==> src/verilog/mpu_pkg.sv <==
// mpu9150 driver package with bus addresses, register map, config values and timing
package mpu_pkg;

	// 7-bit bus addresses
	localparam logic [6:0] MPU_ADDR = 7'h68;
	localparam logic [6:0] AK_ADDR  = 7'h0C; // magnetometer, reached through bypass

	// mpu register map
	localparam logic [7:0] RA_WHO_AM_I     = 8'h75;
	localparam logic [7:0] RA_PWR_MGMT_1   = 8'h6B;
	localparam logic [7:0] RA_INT_PIN_CFG  = 8'h37;
	localparam logic [7:0] RA_USER_CTRL    = 8'h6A;
	localparam logic [7:0] RA_SMPLRT_DIV   = 8'h19;
	localparam logic [7:0] RA_CONFIG       = 8'h1A;
	localparam logic [7:0] RA_GYRO_CONFIG  = 8'h1B;
	localparam logic [7:0] RA_ACCEL_CONFIG = 8'h1C;
	localparam logic [7:0] RA_INT_ENABLE   = 8'h38;
	localparam logic [7:0] RA_ACCEL_XOUT_H = 8'h3B; // start of accel/temp/gyro block

	// ak8975 register map
	localparam logic [7:0] AK_WIA  = 8'h00;
	localparam logic [7:0] AK_HXL  = 8'h03;
	localparam logic [7:0] AK_CNTL = 8'h0A;

	localparam logic [7:0] MPU_ID = 8'h68;
	localparam logic [7:0] AK_ID  = 8'h48;

	// configuration bytes
	localparam logic [7:0] CFG_SMPLRT = 8'h01; // 500 Hz output rate
	localparam logic [7:0] CFG_LPF    = 8'h03; // 42 Hz low pass
	localparam logic [7:0] CFG_GYRO   = 8'h18; // +-2000 dps
	localparam logic [7:0] CFG_ACCEL  = 8'h10; // +-8 g
	localparam logic [7:0] CFG_INT_EN = 8'h01; // data ready interrupt
	localparam logic [7:0] CFG_BYPASS = 8'h92; // i2c bypass enable
	localparam logic [7:0] AK_SINGLE  = 8'h01; // single measurement mode

	localparam logic [4:0] MPU_BURST  = 5'd14;
	localparam logic [4:0] MAG_BURST  = 5'd6;
	localparam logic [2:0] MAG_EVERY  = 3'd5;
	localparam logic [3:0] ID_RETRIES = 4'd5;

	// timing, scaled down for simulation
	localparam logic [7:0]  SCL_DIV       = 8'd4; // clk cycles per quarter scl period
	localparam logic [7:0]  CLKS_PER_US   = 8'd2;
	localparam logic [15:0] WAKE_US       = 16'd20;
	localparam logic [15:0] SETTLE_US     = 16'd5;
	localparam logic [23:0] SAMPLE_CYCLES = 24'd6000;

	localparam int FIFO_DEPTH = 32;

	typedef enum logic [2:0] {
		CHK    = 3'd0,
		INIT   = 3'd1,
		IDLE   = 3'd2,
		SAMPLE = 3'd4,
		ERR    = 3'd7
	} drv_state_t;

	// PWR_MGMT_1 seen as a whole byte or as its flag bits
	typedef union packed {
		logic [7:0] raw;
		struct packed {
			logic       device_reset;
			logic       sleep;
			logic       cycle;
			logic [4:0] rest; // temp_dis and clock select
		} f;
	} pwr_mgmt_u;

endpackage
==> src/verilog/mpu9150_driver.sv <==
// mpu9150 driver top joining sequencer, timebase, i2c master and receive FIFO
`timescale 1ns/10ps
module mpu9150_driver
	import mpu_pkg::*;
(
	input  logic       CLK,
	input  logic       RSTn,
	input  logic       en,
	output logic       scl,
	output logic       sda_oe,
	input  logic       sda_in,
	output logic       dat_rdy,
	output logic       time_mark,
	output drv_state_t state,
	input  logic       fifo_rd,
	output logic [7:0] fifo_data,
	output logic [5:0] fifo_count
);

	logic        req_wr;
	logic        req_rd;
	logic [6:0]  dev_addr;
	logic [7:0]  reg_addr;
	logic [7:0]  wr_data;
	logic [4:0]  rd_len;
	logic        done;
	logic        nack;
	logic        rx_valid;
	logic [7:0]  rx_data;
	logic        delay_start;
	logic [15:0] delay_us;
	logic        delay_done;
	logic        sample_tick;

	mpu_sequencer i_mpu_sequencer (
		.CLK         (CLK),
		.RSTn        (RSTn),
		.en          (en),
		.req_wr      (req_wr),
		.req_rd      (req_rd),
		.dev_addr    (dev_addr),
		.reg_addr    (reg_addr),
		.wr_data     (wr_data),
		.rd_len      (rd_len),
		.done        (done),
		.nack        (nack),
		.rx_valid    (rx_valid),
		.rx_data     (rx_data),
		.delay_start (delay_start),
		.delay_us    (delay_us),
		.delay_done  (delay_done),
		.sample_tick (sample_tick),
		.dat_rdy     (dat_rdy),
		.time_mark   (time_mark),
		.state       (state)
	);

	sensor_timebase i_sensor_timebase (
		.CLK         (CLK),
		.RSTn        (RSTn),
		.delay_start (delay_start),
		.delay_us    (delay_us),
		.delay_done  (delay_done),
		.sample_tick (sample_tick)
	);

	i2c_master i_i2c_master (
		.CLK      (CLK),
		.RSTn     (RSTn),
		.req_wr   (req_wr),
		.req_rd   (req_rd),
		.dev_addr (dev_addr),
		.reg_addr (reg_addr),
		.wr_data  (wr_data),
		.rd_len   (rd_len),
		.busy     (),
		.done     (done),
		.nack     (nack),
		.rx_valid (rx_valid),
		.rx_data  (rx_data),
		.scl      (scl),
		.sda_oe   (sda_oe),
		.sda_in   (sda_in)
	);

	rx_fifo i_rx_fifo (
		.CLK     (CLK),
		.RSTn    (RSTn),
		.clear   (sample_tick), // flushed at each sample tick
		.wr      (rx_valid),
		.wr_data (rx_data),
		.rd      (fifo_rd),
		.rd_data (fifo_data),
		.count   (fifo_count)
	);

endmodule

==> src/verilog/rx_fifo.sv <==
// receive byte FIFO with clear on sample tick, byte count and read port
`timescale 1ns/10ps
module rx_fifo
	import mpu_pkg::*;
(
	input  logic       CLK,
	input  logic       RSTn,
	input  logic       clear,
	input  logic       wr,
	input  logic [7:0] wr_data,
	input  logic       rd,
	output logic [7:0] rd_data,
	output logic [5:0] count
);

	logic [7:0] mem [FIFO_DEPTH];
	logic [4:0] wptr;
	logic [4:0] rptr;
	logic       flush;
	logic       do_wr;
	logic       do_rd;

	assign flush   = clear && (count != 6'd0); // only a non-empty fifo is flushed
	assign do_wr   = wr && (count != 6'(FIFO_DEPTH)) && !flush;
	assign do_rd   = rd && (count != 6'd0) && !flush;
	assign rd_data = mem[rptr]; // head entry

	always_ff @(posedge CLK or negedge RSTn) begin
		if (!RSTn) begin
			wptr  <= 5'd0;
			rptr  <= 5'd0;
			count <= 6'd0;
		end else if (flush) begin
			wptr  <= 5'd0;
			rptr  <= 5'd0;
			count <= 6'd0;
		end else begin
			if (do_wr)
				wptr <= wptr + 5'd1;
			if (do_rd)
				rptr <= rptr + 5'd1;
			count <= count + {5'd0, do_wr} - {5'd0, do_rd};
		end
	end

	always_ff @(posedge CLK) begin
		if (do_wr)
			mem[wptr] <= wr_data;
	end

endmodule

==> src/verilog/mpu_sequencer.sv <==
// mpu9150 sequencer for id check, wake-up, init and periodic sampling
`timescale 1ns/10ps
module mpu_sequencer
	import mpu_pkg::*;
(
	input  logic        CLK,
	input  logic        RSTn,
	input  logic        en,
	output logic        req_wr,
	output logic        req_rd,
	output logic [6:0]  dev_addr,
	output logic [7:0]  reg_addr,
	output logic [7:0]  wr_data,
	output logic [4:0]  rd_len,
	input  logic        done,
	input  logic        nack,
	input  logic        rx_valid,
	input  logic [7:0]  rx_data,
	output logic        delay_start,
	output logic [15:0] delay_us,
	input  logic        delay_done,
	input  logic        sample_tick,
	output logic        dat_rdy,
	output logic        time_mark,
	output drv_state_t  state
);

	logic [3:0] step;
	logic       pending; // transfer issued, done not yet seen
	logic       waiting; // settle delay running
	logic [3:0] retries;
	logic [2:0] mag_cnt;
	logic       done_q;
	logic       nack_q;
	logic       dly_q;
	logic [7:0] rx_byte;
	pwr_mgmt_u  pwr;
	logic       xfer_end;
	logic       xfer_nack;
	logic       dly_end;
	logic       cmd_valid;
	logic       cmd_rd;
	logic [6:0] cmd_dev;
	logic [7:0] cmd_reg;
	logic [7:0] cmd_dat;
	logic [4:0] cmd_len;
	logic       issue;

	assign pwr.raw   = rx_byte;
	assign xfer_end  = done | done_q; // done_q holds a done seen while frozen
	assign xfer_nack = done ? nack : nack_q;
	assign dly_end   = delay_done | dly_q;
	assign issue     = en && cmd_valid && !pending && !waiting;

	// transfer for the current step
	always_comb begin
		cmd_valid = 1'b1;
		cmd_rd    = 1'b1;
		cmd_dev   = MPU_ADDR;
		cmd_reg   = RA_WHO_AM_I;
		cmd_dat   = 8'h00;
		cmd_len   = 5'd1;
		case (state)
		CHK: begin
			case (step)
			4'd0: cmd_reg = RA_WHO_AM_I;
			4'd1: cmd_reg = RA_PWR_MGMT_1;
			4'd2: begin
				cmd_rd  = 1'b0;
				cmd_reg = RA_PWR_MGMT_1; // clear sleep
			end
			4'd3: begin
				cmd_rd  = 1'b0;
				cmd_reg = RA_INT_PIN_CFG;
				cmd_dat = CFG_BYPASS;
			end
			4'd4: begin
				cmd_rd  = 1'b0;
				cmd_reg = RA_USER_CTRL;
			end
			default: begin
				cmd_dev = AK_ADDR;
				cmd_reg = AK_WIA;
			end
			endcase
		end
		INIT: begin
			cmd_rd = 1'b0;
			case (step)
			4'd0: begin
				cmd_reg = RA_SMPLRT_DIV;
				cmd_dat = CFG_SMPLRT;
			end
			4'd1: begin
				cmd_reg = RA_CONFIG;
				cmd_dat = CFG_LPF;
			end
			4'd2: begin
				cmd_reg = RA_GYRO_CONFIG;
				cmd_dat = CFG_GYRO;
			end
			4'd3: begin
				cmd_reg = RA_ACCEL_CONFIG;
				cmd_dat = CFG_ACCEL;
			end
			default: begin
				cmd_reg = RA_INT_ENABLE;
				cmd_dat = CFG_INT_EN;
			end
			endcase
		end
		SAMPLE: begin
			case (step)
			4'd0: begin
				cmd_reg = RA_ACCEL_XOUT_H;
				cmd_len = MPU_BURST;
			end
			4'd1: begin
				cmd_dev = AK_ADDR;
				cmd_reg = AK_HXL;
				cmd_len = MAG_BURST;
			end
			4'd2: begin
				cmd_rd  = 1'b0;
				cmd_dev = AK_ADDR;
				cmd_reg = AK_CNTL;
				cmd_dat = AK_SINGLE; // start next measurement
			end
			default: cmd_valid = 1'b0;
			endcase
		end
		default: cmd_valid = 1'b0;
		endcase
	end

	always_ff @(posedge CLK or negedge RSTn) begin
		if (!RSTn) begin
			state       <= CHK;
			step        <= 4'd0;
			pending     <= 1'b0;
			waiting     <= 1'b0;
			retries     <= 4'd0;
			mag_cnt     <= 3'd0;
			done_q      <= 1'b0;
			nack_q      <= 1'b0;
			dly_q       <= 1'b0;
			req_wr      <= 1'b0;
			req_rd      <= 1'b0;
			delay_start <= 1'b0;
			dat_rdy     <= 1'b0;
			time_mark   <= 1'b0;
		end else begin
			req_wr      <= 1'b0;
			req_rd      <= 1'b0;
			delay_start <= 1'b0;
			dat_rdy     <= 1'b0;
			time_mark   <= 1'b0;
			if (done && !en) begin
				done_q <= 1'b1;
				nack_q <= nack;
			end
			if (delay_done && !en)
				dly_q <= 1'b1;
			if (en) begin
				if (issue) begin
					req_rd  <= cmd_rd;
					req_wr  <= ~cmd_rd;
					pending <= 1'b1;
				end
				if (dly_end) begin
					waiting <= 1'b0;
					dly_q   <= 1'b0;
				end
				if (xfer_end) begin
					pending <= 1'b0;
					done_q  <= 1'b0;
					case (state)
					CHK: begin
						case (step)
						4'd0: begin
							if (xfer_nack || rx_byte != MPU_ID) begin
								if (retries == ID_RETRIES - 4'd1)
									state <= ERR;
								else
									retries <= retries + 4'd1;
							end else begin
								retries <= 4'd0;
								step    <= 4'd1;
							end
						end
						4'd1: begin
							if (pwr.raw == 8'h00) begin
								step <= 4'd3; // already awake
							end else if (pwr.f.device_reset) begin
								waiting     <= 1'b1; // wait, then read again
								delay_start <= 1'b1;
							end else if (pwr.f.sleep) begin
								step <= 4'd2;
							end else begin
								step <= 4'd3;
							end
						end
						4'd2: begin
							step        <= 4'd3;
							waiting     <= 1'b1;
							delay_start <= 1'b1;
						end
						4'd3: step <= 4'd4;
						4'd4: step <= 4'd5;
						default: begin
							step <= 4'd0;
							if (xfer_nack || rx_byte != AK_ID)
								state <= ERR;
							else
								state <= INIT;
						end
						endcase
					end
					INIT: begin
						waiting     <= 1'b1;
						delay_start <= 1'b1;
						if (step == 4'd4) begin
							state <= IDLE;
							step  <= 4'd0;
						end else begin
							step <= step + 4'd1;
						end
					end
					SAMPLE: begin
						if (step == 4'd0) begin
							time_mark <= 1'b1;
							if (mag_cnt == MAG_EVERY - 3'd1) begin
								mag_cnt <= 3'd0;
								step    <= 4'd1;
							end else begin
								mag_cnt <= mag_cnt + 3'd1;
								step    <= 4'd3;
							end
						end else if (step == 4'd1) begin
							step <= 4'd2;
						end else begin
							step <= 4'd3;
						end
					end
					default: ;
					endcase
				end else if (state == IDLE && sample_tick && !waiting) begin
					state <= SAMPLE;
					step  <= 4'd0;
				end else if (state == SAMPLE && step == 4'd3) begin
					dat_rdy <= 1'b1; // all bytes of this sample are stored
					state   <= IDLE;
					step    <= 4'd0;
				end
			end
		end
	end

	always_ff @(posedge CLK) begin
		if (issue) begin
			dev_addr <= cmd_dev;
			reg_addr <= cmd_reg;
			wr_data  <= cmd_dat;
			rd_len   <= cmd_len;
		end
		if (en && xfer_end)
			delay_us <= (state == CHK) ? WAKE_US : SETTLE_US;
		if (rx_valid)
			rx_byte <= rx_data;
	end

endmodule

==> src/verilog/sensor_timebase.sv <==
// timebase with microsecond settle-delay countdown and periodic sample tick
`timescale 1ns/10ps
module sensor_timebase
	import mpu_pkg::*;
(
	input  logic        CLK,
	input  logic        RSTn,
	input  logic        delay_start,
	input  logic [15:0] delay_us,
	output logic        delay_done,
	output logic        sample_tick
);

	logic [7:0]  pre;
	logic [15:0] rem;
	logic        active;
	logic        us_tick;
	logic [23:0] scnt;

	assign us_tick     = active && (pre == 8'd0);
	assign delay_done  = us_tick && (rem == 16'd1);
	assign sample_tick = (scnt == SAMPLE_CYCLES - 24'd1);

	always_ff @(posedge CLK or negedge RSTn) begin
		if (!RSTn) begin
			pre    <= 8'd0;
			rem    <= 16'd0;
			active <= 1'b0;
		end else if (delay_start) begin
			pre    <= CLKS_PER_US - 8'd1; // prescaler restarts with the delay
			rem    <= delay_us;
			active <= 1'b1;
		end else if (us_tick) begin
			pre <= CLKS_PER_US - 8'd1;
			if (rem == 16'd1)
				active <= 1'b0;
			else
				rem <= rem - 16'd1;
		end else if (active) begin
			pre <= pre - 8'd1;
		end
	end

	always_ff @(posedge CLK or negedge RSTn) begin
		if (!RSTn)
			scnt <= 24'd0;
		else if (sample_tick)
			scnt <= 24'd0;
		else
			scnt <= scnt + 24'd1; // free running from reset
	end

endmodule

==> src/verilog/i2c_master.sv <==
// i2c master running one register write or one burst register read per request
`timescale 1ns/10ps
module i2c_master
	import mpu_pkg::*;
(
	input  logic       CLK,
	input  logic       RSTn,
	input  logic       req_wr,
	input  logic       req_rd,
	input  logic [6:0] dev_addr,
	input  logic [7:0] reg_addr,
	input  logic [7:0] wr_data,
	input  logic [4:0] rd_len,
	output logic       busy,
	output logic       done,
	output logic       nack,
	output logic       rx_valid,
	output logic [7:0] rx_data,
	output logic       scl,
	output logic       sda_oe,
	input  logic       sda_in
);

	logic [7:0] qcnt;
	logic       qtick;
	logic [1:0] phase;    // quarter of the current bit slot
	logic       in_start; // slot is a (repeated) start
	logic       in_stop;
	logic [3:0] bitn;     // 0..7 data, 8 ack
	logic [1:0] bidx;     // addr w, reg, data or addr r, read data
	logic       rd_mode;
	logic [4:0] left;
	logic       nack_acc;
	logic       byte_slot;
	logic       rd_phase;
	logic       addr_byte;
	logic [6:0] a_dev;
	logic [7:0] a_reg;
	logic [7:0] a_dat;
	logic [7:0] tx_sh;
	logic [7:0] rx_sh;

	assign qtick     = busy && (qcnt == SCL_DIV - 8'd1);
	assign byte_slot = !in_start && !in_stop;
	assign rd_phase  = rd_mode && (bidx == 2'd3);
	assign addr_byte = (bidx == 2'd0) || (rd_mode && bidx == 2'd2);

	always_ff @(posedge CLK or negedge RSTn) begin
		if (!RSTn)
			qcnt <= 8'd0;
		else if (!busy || qtick)
			qcnt <= 8'd0;
		else
			qcnt <= qcnt + 8'd1;
	end

	always_ff @(posedge CLK or negedge RSTn) begin
		if (!RSTn) begin
			busy     <= 1'b0;
			done     <= 1'b0;
			nack     <= 1'b0;
			rx_valid <= 1'b0;
			scl      <= 1'b1;
			sda_oe   <= 1'b0;
			phase    <= 2'd0;
			in_start <= 1'b0;
			in_stop  <= 1'b0;
			bitn     <= 4'd0;
			bidx     <= 2'd0;
			rd_mode  <= 1'b0;
			left     <= 5'd0;
			nack_acc <= 1'b0;
		end else begin
			done     <= 1'b0;
			nack     <= 1'b0;
			rx_valid <= 1'b0;
			if (!busy) begin
				if (req_wr || req_rd) begin
					busy     <= 1'b1;
					in_start <= 1'b1;
					phase    <= 2'd0;
					bitn     <= 4'd0;
					bidx     <= 2'd0;
					rd_mode  <= req_rd;
					left     <= rd_len;
					nack_acc <= 1'b0;
				end
			end else if (qtick) begin
				phase <= phase + 2'd1;
				case (phase)
				2'd0: scl <= 1'b1;
				2'd1: begin
					if (in_start)
						sda_oe <= 1'b1; // start, sda falls with scl high
					else if (in_stop)
						sda_oe <= 1'b0; // stop, sda rises with scl high
					else if (bitn == 4'd8 && addr_byte && sda_in)
						nack_acc <= 1'b1;
				end
				2'd2: if (!in_stop) scl <= 1'b0;
				default: begin
					if (in_start) begin
						in_start <= 1'b0;
						bitn     <= 4'd0;
						sda_oe   <= ~tx_sh[7];
					end else if (in_stop) begin
						in_stop <= 1'b0;
						busy    <= 1'b0;
						done    <= 1'b1;
						nack    <= nack_acc;
					end else if (bitn != 4'd8) begin
						bitn <= bitn + 4'd1;
						if (bitn == 4'd7) begin
							if (rd_phase) begin
								sda_oe   <= (left != 5'd1); // ack all but the last byte
								rx_valid <= 1'b1;
							end else begin
								sda_oe <= 1'b0; // let the slave ack
							end
						end else begin
							sda_oe <= ~rd_phase & ~tx_sh[6];
						end
					end else begin
						bitn <= 4'd0;
						case (bidx)
						2'd0: begin
							bidx   <= 2'd1;
							sda_oe <= ~a_reg[7];
						end
						2'd1: begin
							bidx <= 2'd2;
							if (rd_mode) begin
								in_start <= 1'b1; // repeated start
								sda_oe   <= 1'b0;
							end else begin
								sda_oe <= ~a_dat[7];
							end
						end
						2'd2: begin
							if (rd_mode) begin
								bidx   <= 2'd3;
								sda_oe <= 1'b0;
							end else begin
								in_stop <= 1'b1;
								sda_oe  <= 1'b1;
							end
						end
						default: begin
							if (left == 5'd1) begin
								in_stop <= 1'b1;
								sda_oe  <= 1'b1;
							end else begin
								left   <= left - 5'd1;
								sda_oe <= 1'b0;
							end
						end
						endcase
					end
				end
				endcase
			end
		end
	end

	// shift registers and latched request
	always_ff @(posedge CLK) begin
		if (!busy && (req_wr || req_rd)) begin
			a_dev <= dev_addr;
			a_reg <= reg_addr;
			a_dat <= wr_data;
			tx_sh <= {dev_addr, 1'b0};
		end else if (qtick && byte_slot) begin
			if (phase == 2'd1 && rd_phase && bitn != 4'd8)
				rx_sh <= {rx_sh[6:0], sda_in};
			if (phase == 2'd3) begin
				if (bitn < 4'd7)
					tx_sh <= {tx_sh[6:0], 1'b0};
				else if (bitn == 4'd7)
					rx_data <= rx_sh;
				else if (bidx == 2'd0)
					tx_sh <= a_reg;
				else if (bidx == 2'd1)
					tx_sh <= rd_mode ? {a_dev, 1'b1} : a_dat;
			end
		end
	end

endmodule

==> config.mk <==
export PLATFORM = sky130hd
export DESIGN_NAME = mpu9150_driver
export DESIGN_NICKNAME = d
export VERILOG_FILES = /design/src/verilog/mpu_pkg.sv /design/src/verilog/mpu9150_driver.sv /design/src/verilog/rx_fifo.sv /design/src/verilog/mpu_sequencer.sv /design/src/verilog/sensor_timebase.sv /design/src/verilog/i2c_master.sv
export SDC_FILE = /design/constraint.sdc
export NUM_CORES = 1
export LEC_CHECK = 0
export BUFFER_PORTS_ARGS = -buffer_cell sky130_fd_sc_hd__buf_4
export CORE_MARGIN = 2
export CORE_UTILIZATION = 65
export DETAILED_ROUTE_END_ITERATION = 8
export PLACE_DENSITY = 0.85
export SKIP_LAST_GASP = 1
export SYNTH_ARGS = -nofsm -noshare
export SYNTH_HDL_FRONTEND = slang
export SYNTH_SLANG_ARGS = --single-unit
==> constraint.sdc <==
create_clock -name CLK -period 5.25 [get_ports CLK]
set_input_delay 0 -clock CLK [delete_from_list [all_inputs] [get_ports CLK]]
set_output_delay 0 -clock CLK [all_outputs]
set_load 0.03 [all_outputs]
==> results of run 1 <==
-- metrics by stage --
step           setup slack (ns)  total power, uW  hold WS, ns
3_5_place_dp               2.06             6070        0.121
4_1_cts                    1.59             9060       0.0909
2_1_floorplan              2.34             5490       -0.296
5_1_grt                    1.49             9350        0.140
6_report                   1.67             9050       0.0752
3_3_place_gp               2.24             6010        0.111
-- critical path: stages (launching register included) --
cell and delay (ns):
dfrtp_4 1.11, buf_4 0.39, mux4_2 0.55, mux4_2 0.51, mux2_2 0.30, buf_4 0.17
-- kinds of logic after synthesis --
kind of cell / synth area share
multiplexers: 0.106
buffers and inverters: 0.0202
flip-flops: 0.665
XOR/XNOR: 0.0281
AO/OA/AOI/OAI: 0.0451
AND/OR/NAND/NOR: 0.107
adder cells (fa/ha/maj): 0.0287
-- report_power, final --
group	total [uW]	switching (uW)	internal [uW]	leakage [uW]
Combinational	1910	1010	898	0.00243
Clock	2980	1300	1680	0.000655
Sequential	4170	320	3850	0.00447
-- metal layers --
metal	up-vias	global-route usage	share of wire
met1	5832	0.408	0.39
li1	4874	-	-
met5	-	0	0
met4	0	0.0976	0.035
met2	660	0.480	0.50
met3	124	0.0376	0.080
-- worst paths after layout --
kind | startpoint | endpoint | slack (ns) | cells after the start
worst min-delay path | RSTn | i_i2c_master.bidx[1]$_DFFE_PN0P_ | 0.08 | 2
max in group asynchronous | RSTn | i_rx_fifo.rptr[0]$_DFFE_PN0P_ | 3.79 | 3
worst max-delay path | i_rx_fifo.rptr[0]$_DFFE_PN0P_ | fifo_data[1] | 1.67 | 5
worst max register to register | i_rx_fifo.count[2]$_DFF_PN0_ | i_rx_fifo.mem[10][7]$_DFFE_PP_ | 1.82 | 9
worst min register to register | i_mpu_sequencer.wr_data[3]$_DFFE_PP_ | i_i2c_master.a_dat[3]$_DFFE_PP_ | 0.42 | 0
min in group CLK | sda_in | i_i2c_master.rx_sh[0]$_DFFE_PP_ | 0.21 | 2
-- layout make-up --
cell class,instances,area [um2]
clock inverter,24,179
timing repair buffer,37,288
fill,1674,7870
multi-input combinational,740,5990
tap,384,480
inverter,44,165
clock buffer,54,1170
sequential,441,12600
-- cells in the final DEF, fill, tap and decap left out, types with 25 or more instances in the layout --
master,n
mux4_2,80
a21oi_1,37
inv_1,43
xnor2_1,30
dfrtp_1,117
o21ai_0,46
buf_4,33
nand2_1,69
clkbuf_16,45
ha_1,42
xor2_1,31
nand3_1,27
edfxtp_1,320
nor2_1,145
nand4_1,25
-- repair_timing --
action | CTS | global route
hold endpoints to repair | 79 | 0
setup endpoints to repair | 0 | 0
buffers inserted | 0 | 0
hold buffers | 4 | 0
==> key figures, run 1 <==
Floorplan
  • Ports: 26
  • Initial core utilization: 0.660
  • Row count: 62
  • Die X: 175 um
  • Die area: 30600 um2
  • Die Y: 175 um
  • Core area: 28800 um2

Timing
  • Tmin final: 3.58 ns
  • Period utilisation layout: 0.683
  • RSZ-0062 raised after global routing: false
  • Slew @ Worst Pin: 1.42 ns
  • Slew Limit Headroom: 0.0551
  • Final hold vios: 0
  • Max Fclk: 279 MHz
  • TNS Setup: 0 ns
  • Skew final: 0.0337 ns
  • Final setup viols: 0
  • Final Slew Violations: 0

CTS
  • TritonCTS clock tree: built
  • Deepest clock path buffer count: 3
  • Clk slew on worst S/H paths: 0.06 ns
  • Root Buffer Master: clkbuf_16
  • Post-cts sizing count: 0
  • Clock Latency Late Sink: between 0.5 and 0.6 ns
  • CTS buffer count: 44
  • CTS Sinks: 441
  • H-tree depth: 2

Critical path
  • Crit-path max FO: 51
  • CP required: roughly 5.3 ns
  • Crit path launch type: flip-flop
  • WS Path Type: reg2out
  • CP Capture Type: output pin
  • WP data arrival: 3.58 ns

Cells and area
  • Share of layout cells above drive strength 1: 0.157
  • Area grow syn2layout: 10.0%
  • Post-route cell area: approximately 21000 um2
  • Core Util, Final: 0.727
  • Final cell count without fillers: 1724
  • Leading registers by flop count: i_rx_fifo.mem (256), i_sensor_timebase.scnt (24), i_sensor_timebase.rem (16)
  • Net count, final: 1356
  • Antenna fix cells: 0
  • Largest register by flop count: i_rx_fifo.mem
  • Largest register FFs: 256

Placement
  • Post-DP HPWL: about 25000 um
  • Port-buffer cells: 25
  • Area after DPL: 19500 um2
  • Gpl congestion: 0.922
  • Cell Count Post-Placement: 1642

Synth
  • Yosys top cell by area: edfxtp_1
  • Ys Warns: 0
  • Top-count cell post-synth: edfxtp_1
  • Synth Cell Area: between 15000 and 20000 um2
  • Synth top area share: 0.506
  • Sequential cell area fraction in the yosys report: 0.665
  • Count of different cell masters after synthesis: 86
  • Synth Flop Type: edfxtp_1
  • Post-synth EDFFs: 320
  • Synth area leaders: edfxtp_1 51%, dfrtp_1 16%, mux4_2 9.5%
  • Top cells by count, synth: 320 x edfxtp_1, 145 x nor2_1, 119 x dfrtp_1, 80 x mux4_2, 69 x nand2_1
  • Mapped Cells: about 1300
  • Syn Area/Cell: 14.9 um2
  • Flops & latches, synth: 441
  • Syn nets: roughly 1300
  • Synth async-reset ratio: 0.272

GRT
  • Vias in the first global route: 11689
  • Antenna violations before repair: 0
  • Grt total ovfl: 0
  • Largest net degree at the start of global routing: 65
  • First-pass GRT wire length: 67900 um
  • GRT Total Usage: 0.290

Status
  • Status: finished, final reports clean

Drt
  • Vias: 11490
  • Via-to-Cell Ratio: 6.66
  • Wirelength per Cell: 24.9 um
  • DR iter-0 viols: 1560
  • Detailed Routing Iterations Pass 1: 8
  • DRC violations left: 0
  • Antenna Violating Nets Remaining: 0
  • WL final: 42900 um

Power and ir drop
  • Leakage: ~0.0076 uW
  • Cell Pwr Density: roughly 430 nW/um2
  • Max VDD drop: 0.443 mV

Worst hold path
  • Worst hold path class: in2async

Run
  • Max Cap Violations: 0
Power figures use the tool's default switching activity.
==> run 2: changes to the inputs <==
--- a/config.mk
+++ b/config.mk
@@ -5,11 +5,12 @@
 export SDC_FILE = /design/constraint.sdc
 export NUM_CORES = 1
 export LEC_CHECK = 0
+export ABC_AREA = 1
 export BUFFER_PORTS_ARGS = -buffer_cell sky130_fd_sc_hd__buf_4
 export CORE_MARGIN = 2
-export CORE_UTILIZATION = 65
+export CORE_UTILIZATION = 63
 export DETAILED_ROUTE_END_ITERATION = 8
-export PLACE_DENSITY = 0.85
+export PLACE_DENSITY = 0.83
 export SKIP_LAST_GASP = 1
 export SYNTH_ARGS = -nofsm -noshare
 export SYNTH_HDL_FRONTEND = slang
==> constraint.sdc (replaced) <==
create_clock -name CLK -period 3.4 [get_ports CLK]
set_input_delay 0 -clock CLK [delete_from_list [all_inputs] [get_ports CLK]]
set_output_delay 0 -clock CLK [all_outputs]
set_load 0.03 [all_outputs]
==> key figures, run 2 <==
Status
  • Status: finished, final reports clean

Timing
  • Final setup viols: 0 (unchanged)
  • RSZ-0062 raised after global routing: false
  • Final Hold Slack: 0.0402 ns (-0.0349 ns)
  • Slew Limit Headroom: 0.0943 (+0.0392)
  • Period utilisation layout: 0.906
  • Final hold vios: 0 (unchanged)
  • Slew @ Worst Pin: 1.36 ns (-0.0588 ns)
  • TNS Setup: 0 ns (unchanged)
  • Skew final: 0.0259 ns (-0.00784 ns)
  • Max Fclk: between 300 and 400 MHz
  • Tmin final: 3.08 ns
  • Final Slew Violations: 0 (unchanged)

Floorplan
  • Die Y: 182 um (+3.9%)
  • Row count: 65 (+4.8%)
  • Ports: 26 (unchanged)
  • Die X: 182 um (+3.9%)
  • Core area: 31300 um2 (+8.8%)
  • Initial core utilization: 0.636 (-0.0241)
  • Die area: 33100 um2 (+8.0%)

CTS
  • Clock Latency Late Sink: 0.57 ns (+0.02 ns)
  • Hold buffer count at cts: 4 (unchanged)
  • CTS Sinks: 441 (unchanged)
  • Post-CTS setup buffer count: 0 (unchanged)
  • Clk slew on worst S/H paths: 0.06 ns (about the same)
  • H-tree depth: 2 (unchanged)
  • Root Buffer Master: clkbuf_16
  • CTS buffer count: 45 (+2.3%)
  • Deepest clock path buffer count: 3 (unchanged)
  • TritonCTS clock tree: built
  • Post-cts sizing count: 0 (unchanged)

Power and ir drop
  • Psw: 5520 uW (+110%)
  • Combinational power share: 0.297 (+0.086)
  • Flop pwr share: 0.406 (-0.054)
  • Clk pwr share: 0.297 (-0.032)
  • Switching share of total power: 0.348 (+0.0578)
  • Cell Int Power: 10300 uW (+61%)
  • Max VDD drop: 0.577 mV (+30%)
  • Leakage: 0.00868 uW (+15%)
  • Cell Pwr Density: 719 nW/um2 (+66%)

Cells and area
  • Share of layout cells above drive strength 1: 0.0904 (-0.0671)
  • Area grow syn2layout: 10.5%
  • Fill cell count: 2184 (+30%)
  • Most frequent cells in the layout: 320 x edfxtp_1, 288 x nor2_1, 285 x nand2_1
  • Antenna fix cells: 0 (unchanged)
  • Largest register by flop count: i_rx_fifo.mem
  • Register Area: 12600 um2 (unchanged)
  • Most common cell after layout, fill and taps aside: edfxtp_1
  • Largest register FFs: 256 (unchanged)
  • Multi-input logic area: 6290 um2 (+5.1%)
  • Leading registers by flop count: i_rx_fifo.mem (256), i_sensor_timebase.scnt (24), i_sensor_timebase.rem (16)
  • Net count, final: 2004 (+48%)

Critical path
  • CP required: 3.85 ns (-1.40 ns)
  • WP data arrival: 3.53 ns (-0.05 ns)
  • Worst path most repeated cell: ha_1
  • Crit path launch type: flip-flop
  • CP max stage delay: 0.42 ns (-0.69 ns)
  • R2r worst-path depth: 14 (+5)
  • Cell family with most CP delay: simple AND/OR/NAND/NOR gates
  • WS Path Type: reg2reg
  • Flop2flop setup slack: 0.32 ns (-1.50 ns)
  • Worst path bufs/invs: 2 (unchanged)
  • Crit-path max FO: 26 (-49%)
  • CP Capture Type: flip-flop
  • Worst r2r src: i_sensor_timebase.scnt[0]$_DFF_PN0_
  • Reg2reg end: i_rx_fifo.count[4]$_DFF_PN0_
  • Cell chain of the critical path: ha_1 -> nand3_2 -> nor2_4 -> nand3_4 -> nor2_8 -> inv_4 -> nand2_8 -> inv_2 -> ha_1 -> fa_1 -> a21oi_1 -> o21ai_0 -> xnor2_1 -> nor2_1
  • Cell with the largest stage delay on the worst path: dfrtp_1

Synth
  • Synth top area share: 0.482 (-0.0233)
  • Post-synth EDFFs: 320 (unchanged)
  • Mapped Cells: 1911 (+50%)
  • Sequential cell area fraction in the yosys report: 0.634 (-0.0306)
  • Yosys top cell by area: edfxtp_1
  • Synth area leaders: edfxtp_1 48%, dfrtp_1 15%, nor2_1 5.4%
  • Count of different cell masters after synthesis: 59 (-31%)
  • Top-count cell post-synth: edfxtp_1
  • Syn Area/Cell: 10.4 um2 (-30%)
  • Flops & latches, synth: 441 (unchanged)
  • Syn nets: 1959 (+48%)
  • Synth Flop Type: edfxtp_1
  • Top cells by count, synth: 320 x edfxtp_1, 288 x nor2_1, 285 x nand2_1, 181 x o21ai_0, 172 x inv_1
  • Ys Warns: 0 (unchanged)
  • Synth async-reset ratio: 0.272 (unchanged)
  • Synth Cell Area: 19900 um2 (+4.8%)

GRT
  • Vias in the first global route: 14250 (+22%)
  • First-pass GRT wire length: 72100 um (+6.2%)
  • Grt total ovfl: 0 (unchanged)
  • GRT Total Usage: 0.276 (-0.0145)
  • Antenna violations before repair: 0 (unchanged)
  • Largest net degree at the start of global routing: 126 (+94%)

Drt
  • WL final: 44500 um (+3.7%)
  • Detailed Routing Iterations Pass 1: 5 (-3)
  • Via-to-Cell Ratio: 5.93 (-11%)
  • Antenna Violating Nets Remaining: 0 (unchanged)
  • Wirelength per Cell: 18.6 um (-25%)
  • Vias: 14200 (+24%)
  • DRC violations left: 0 (unchanged)
  • DR iter-0 viols: 1379 (-12%)

Run
  • Max Cap Violations: 0 (unchanged)

Placement
  • Port-buffer cells: 25 (unchanged)
  • Post-DP HPWL: 27800 um (+12%)
  • Gpl congestion: 0.902 (-2.2%)

Worst hold path
  • Worst hold path class: in2async
## run 2: cell count changes in the layout (fill, tap and decap cells not counted), sizes merged, moves of 80 or more
cell,previous run,this run
inv,45,184
mux4,80,0
nand2,69,293
nand3,28,108
nor2,146,303
o21ai,48,196
## run 2: logic make-up (layout without fill, tap and decap cells)
logic type	Yosys count	count (layout)	synth area share
muxes	1	1	0.000502
buffers and inverters	248	329	0.0502
DFF	441	441	0.634
and+or+nand+nor	827	827	0.184
adders and majority gates	43	43	0.0274
xor gates and xnor gates	21	21	0.00923
AOI/OAI and AO/OA	330	330	0.0950
## run 2: final cells by class
| type | instances | share of cell area |
|---|---|---|
| Sequential cell | 441 | 0.574 |
| Tap cell | 402 | 0.0228 |
| Clock inverter | 28 | 0.0103 |
| Timing Repair Buffer | 61 | 0.0229 |
| Clock buffer | 55 | 0.0528 |
| Inverter | 185 | 0.0316 |
| Multi-Input combinational cell | 1222 | 0.286 |
## run 2: how the worst max path moves through the flow
stage	from	end	slack (ns)	cells past startpoint
after global placement	i_sensor_timebase.scnt[0]$_DFF_PN0_	i_rx_fifo.count[4]$_DFF_PN0_	0.49	14
after detailed placement	i_sensor_timebase.scnt[0]$_DFF_PN0_	i_rx_fifo.count[4]$_DFF_PN0_	0.33	14
after global routing	i_sensor_timebase.scnt[0]$_DFF_PN0_	i_rx_fifo.count[4]$_DFF_PN0_	0.07	14
final	i_sensor_timebase.scnt[0]$_DFF_PN0_	i_rx_fifo.count[4]$_DFF_PN0_	0.32	14
after CTS	i_sensor_timebase.scnt[0]$_DFF_PN0_	i_rx_fifo.count[4]$_DFF_PN0_	0.31	14
after floorplan	i_rx_fifo.count[2]$_DFF_PN0_	i_rx_fifo.count[4]$_DFF_PN0_	0.84	15
## run 2: metal layers
layer	vias up	GRT usage	part of all wire
li1	6702	-	-
met1	6776	0.356	0.39
met2	618	0.471	0.50
met3	104	0.0463	0.079
met4	0	0.108	0.030
met5	-	0	0
## run 2: power groups by stage
stage                     sequential, uW  clock [uW]  combinational [uW]
after floorplan                     6490           0                3260
after global placement              6510           0                4450
after detailed placement            6520           0                4600
after CTS                           6420        4750                4670
after global routing                6470        4970                5250
final                               6440        4700                4710
## run 2: per-stage QoR
step	power (uW)	utilization	cell area (um2)	std cells	setup WS [ns]
6_report	15800	0.703	22000	2394	0.319
5_1_grt	16700	0.703	22000	2394	0.0733
4_1_cts	15800	0.703	22000	2394	0.312
3_5_place_dp	11100	0.658	20600	2307	0.333
3_3_place_gp	11000	0.658	20600	2307	0.492
2_1_floorplan	9750	-	19900	1911	0.844
==> run 3: changes to the inputs <==
--- a/config.mk
+++ b/config.mk
@@ -9,6 +9,7 @@
 export BUFFER_PORTS_ARGS = -buffer_cell sky130_fd_sc_hd__buf_4
 export CORE_MARGIN = 2
 export CORE_UTILIZATION = 63
+export CTS_BUF_LIST = sky130_fd_sc_hd__clkbuf_16
 export DETAILED_ROUTE_END_ITERATION = 8
 export PLACE_DENSITY = 0.83
 export SKIP_LAST_GASP = 1
==> key figures, run 3 (synthesis results as in run 2) <==
Drt
  • Detailed Routing Iterations Pass 1: 5 (unchanged)
  • Vias: 14210 (+0.070%)
  • Wirelength per Cell: 18.6 um (about the same)
  • WL final: 44500 um (about the same)
  • Via-to-Cell Ratio: 5.94 (about the same)
  • DR iter-0 viols: 1408 (+2.1%)
  • DRC violations left: 0 (unchanged)
  • Antenna Violating Nets Remaining: 0 (unchanged)

CTS
  • CTS Sinks: 441 (unchanged)
  • CTS buffer count: 45 (unchanged)
  • Deepest clock path buffer count: 3 (unchanged)
  • TritonCTS clock tree: built
  • Root Buffer Master: clkbuf_16
  • Clock Latency Late Sink: 0.57 ns (about the same)
  • H-tree depth: 2 (unchanged)
  • Clk slew on worst S/H paths: 0.06 ns (about the same)

Cells and area
  • Largest register FFs: 256 (unchanged)
  • Leading registers by flop count: i_rx_fifo.mem (256), i_sensor_timebase.scnt (24), i_sensor_timebase.rem (16)
  • Area grow syn2layout: 10.5% (unchanged)
  • Largest register by flop count: i_rx_fifo.mem
  • Net count, final: 2004 (unchanged)
  • Most common cell after layout, fill and taps aside: edfxtp_1
  • Antenna fix cells: 0 (unchanged)
  • Core Util, Final: 0.703 (unchanged)
  • Share of layout cells above drive strength 1: 0.0904 (unchanged)
  • Most frequent cells in the layout: 320 x edfxtp_1, 288 x nor2_1, 285 x nand2_1

Critical path
  • Crit path launch type: flip-flop
  • WP data arrival: 3.53 ns (about the same)
  • CP Capture Type: flip-flop
  • CP required: 3.85 ns (about the same)
  • Crit-path max FO: 26 (unchanged)
  • Worst r2r src: i_sensor_timebase.scnt[0]$_DFF_PN0_
  • Cell with the largest stage delay on the worst path: dfrtp_1
  • R2r worst-path depth: 14 (unchanged)
  • Reg2reg end: i_rx_fifo.count[4]$_DFF_PN0_
  • Cell chain of the critical path: ha_1 -> nand3_2 -> nor2_4 -> nand3_4 -> nor2_8 -> inv_4 -> nand2_8 -> inv_2 -> ha_1 -> fa_1 -> a21oi_1 -> o21ai_0 -> xnor2_1 -> nor2_1
  • Flop2flop setup slack: 0.32 ns (about the same)
  • WS Path Type: reg2reg
  • Worst path most repeated cell: ha_1
  • CP max stage delay: 0.42 ns (about the same)

Floorplan
  • Die area: 33100 um2 (unchanged)
  • Die X: 182 um (unchanged)
  • Row count: 65 (unchanged)
  • Ports: 26 (unchanged)
  • Core area: 31300 um2 (unchanged)
  • Die Y: 182 um (unchanged)
  • Initial core utilization: 0.636 (unchanged)

GRT
  • First-pass GRT wire length: 72100 um (about the same)
  • Grt total ovfl: 0 (unchanged)
  • Antenna violations before repair: 0 (unchanged)
  • Vias in the first global route: 14247 (-0.021%)
  • GRT Total Usage: 0.276 (about the same)
  • Largest net degree at the start of global routing: 126 (unchanged)

Timing
  • Final hold vios: 0 (unchanged)
  • Skew final: 0.0272 ns (+0.00137 ns)
  • RSZ-0062 raised after global routing: false
  • Slew Limit Headroom: 0.0621 (-0.0322)
  • Period utilisation layout: 0.905 (about the same)
  • TNS Setup: 0 ns (unchanged)
  • Final Slew Violations: 0 (unchanged)
  • Tmin final: 3.08 ns (-0.00241 ns)
  • Max Fclk: 325 MHz (about the same)
  • Final Hold Slack: 0.0452 ns (+0.00493 ns)
  • Slew @ Worst Pin: 1.41 ns (+0.0482 ns)
  • Final setup viols: 0 (unchanged)

Power and ir drop
  • Leakage: 0.00872 uW (+0.48%)
  • Cell Pwr Density: 718 nW/um2 (-0.17%)
  • Max VDD drop: 0.580 mV (+0.52%)

Status
  • Status: finished, final reports clean

Placement
  • Gpl congestion: 0.902 (unchanged)
  • Post-DP HPWL: 27800 um (unchanged)
  • Port-buffer cells: 25 (unchanged)

Worst hold path
  • Worst hold path class: in2async

Run
  • Max Cap Violations: 0 (unchanged)
-- run 3: cell count changes in the layout (fill, tap and decap cells not counted) --
| cell | delta |
|---|---|
| inv_1 | +10 |
| clkbuf_1 | -10 |
-- run 3: critical path: cells and delay by family, from the launching register on --
family | cells | cell delay, ns
simple gates | 6 | 1.01
fa+ha+maj | 3 | 0.87
flops | 1 | 0.42
compound gates | 2 | 0.29
buf+inv | 2 | 0.20
xor+xnor | 1 | 0.18
-- run 3: worst max-delay path by stage --
| stage | depth (start not counted) | end | start | slack, ns |
|---|---|---|---|---|
| finish | 14 | i_rx_fifo.count[4]$_DFF_PN0_ | i_sensor_timebase.scnt[0]$_DFF_PN0_ | 0.32 |
| global route | 14 | i_rx_fifo.count[4]$_DFF_PN0_ | i_sensor_timebase.scnt[0]$_DFF_PN0_ | 0.07 |
| CTS | 14 | i_rx_fifo.count[4]$_DFF_PN0_ | i_sensor_timebase.scnt[0]$_DFF_PN0_ | 0.31 |
| detailed placement | 14 | i_rx_fifo.count[4]$_DFF_PN0_ | i_sensor_timebase.scnt[0]$_DFF_PN0_ | 0.33 |
| global placement | 14 | i_rx_fifo.count[4]$_DFF_PN0_ | i_sensor_timebase.scnt[0]$_DFF_PN0_ | 0.49 |
| floorplan | 15 | i_rx_fifo.count[4]$_DFF_PN0_ | i_rx_fifo.count[2]$_DFF_PN0_ | 0.84 |
-- run 3: final cells by class --
type / instances / area [um2]
clock buffer: 45 / 1130
clock inverter: 38 / 264
fill: 2184 / 9290
inverter: 185 / 697
multi-input combinational: 1222 / 6290
sequential: 441 / 12600
tap: 402 / 503
timing repair buffer: 61 / 505
-- run 3: stage by stage --
step                instances  total power [uW]  instance area (um2)  setup WS, ns
floorplan                1911              9750                19900         0.844
global placement         2307             11000                20600         0.492
detailed placement       2307             11100                20600         0.333
CTS                      2394             15800                22000         0.312
global route             2394             16700                22000        0.0734
finish                   2394             15800                22000         0.321
-- run 3: what timing repair did --
action,CTS,global route
hold buffers,4,0
buffers inserted,0,0
setup endpoints to repair,0,0
gates resized for setup,0,0
hold endpoints to repair,73,0
-- run 3: routing by layer --
| layer | GRT usage | vias up | routed length (um) | part of all wire |
|---|---|---|---|---|
| li1 | - | 6700 | - | - |
| met1 | 0.356 | 6763 | 17700 | 0.40 |
| met2 | 0.471 | 629 | 21900 | 0.49 |
| met3 | 0.0463 | 118 | 3410 | 0.077 |
| met4 | 0.108 | 0 | 1520 | 0.034 |
| met5 | 0 | - | 0 | 0 |
-- run 3: report_power, final --
group	switching (uW)	leakage, uW	internal, uW
combinational	3120	0.00355	1580
clock	2030	0.000719	2640
sequential	365	0.00445	6070
total	5520	0.00872	10300
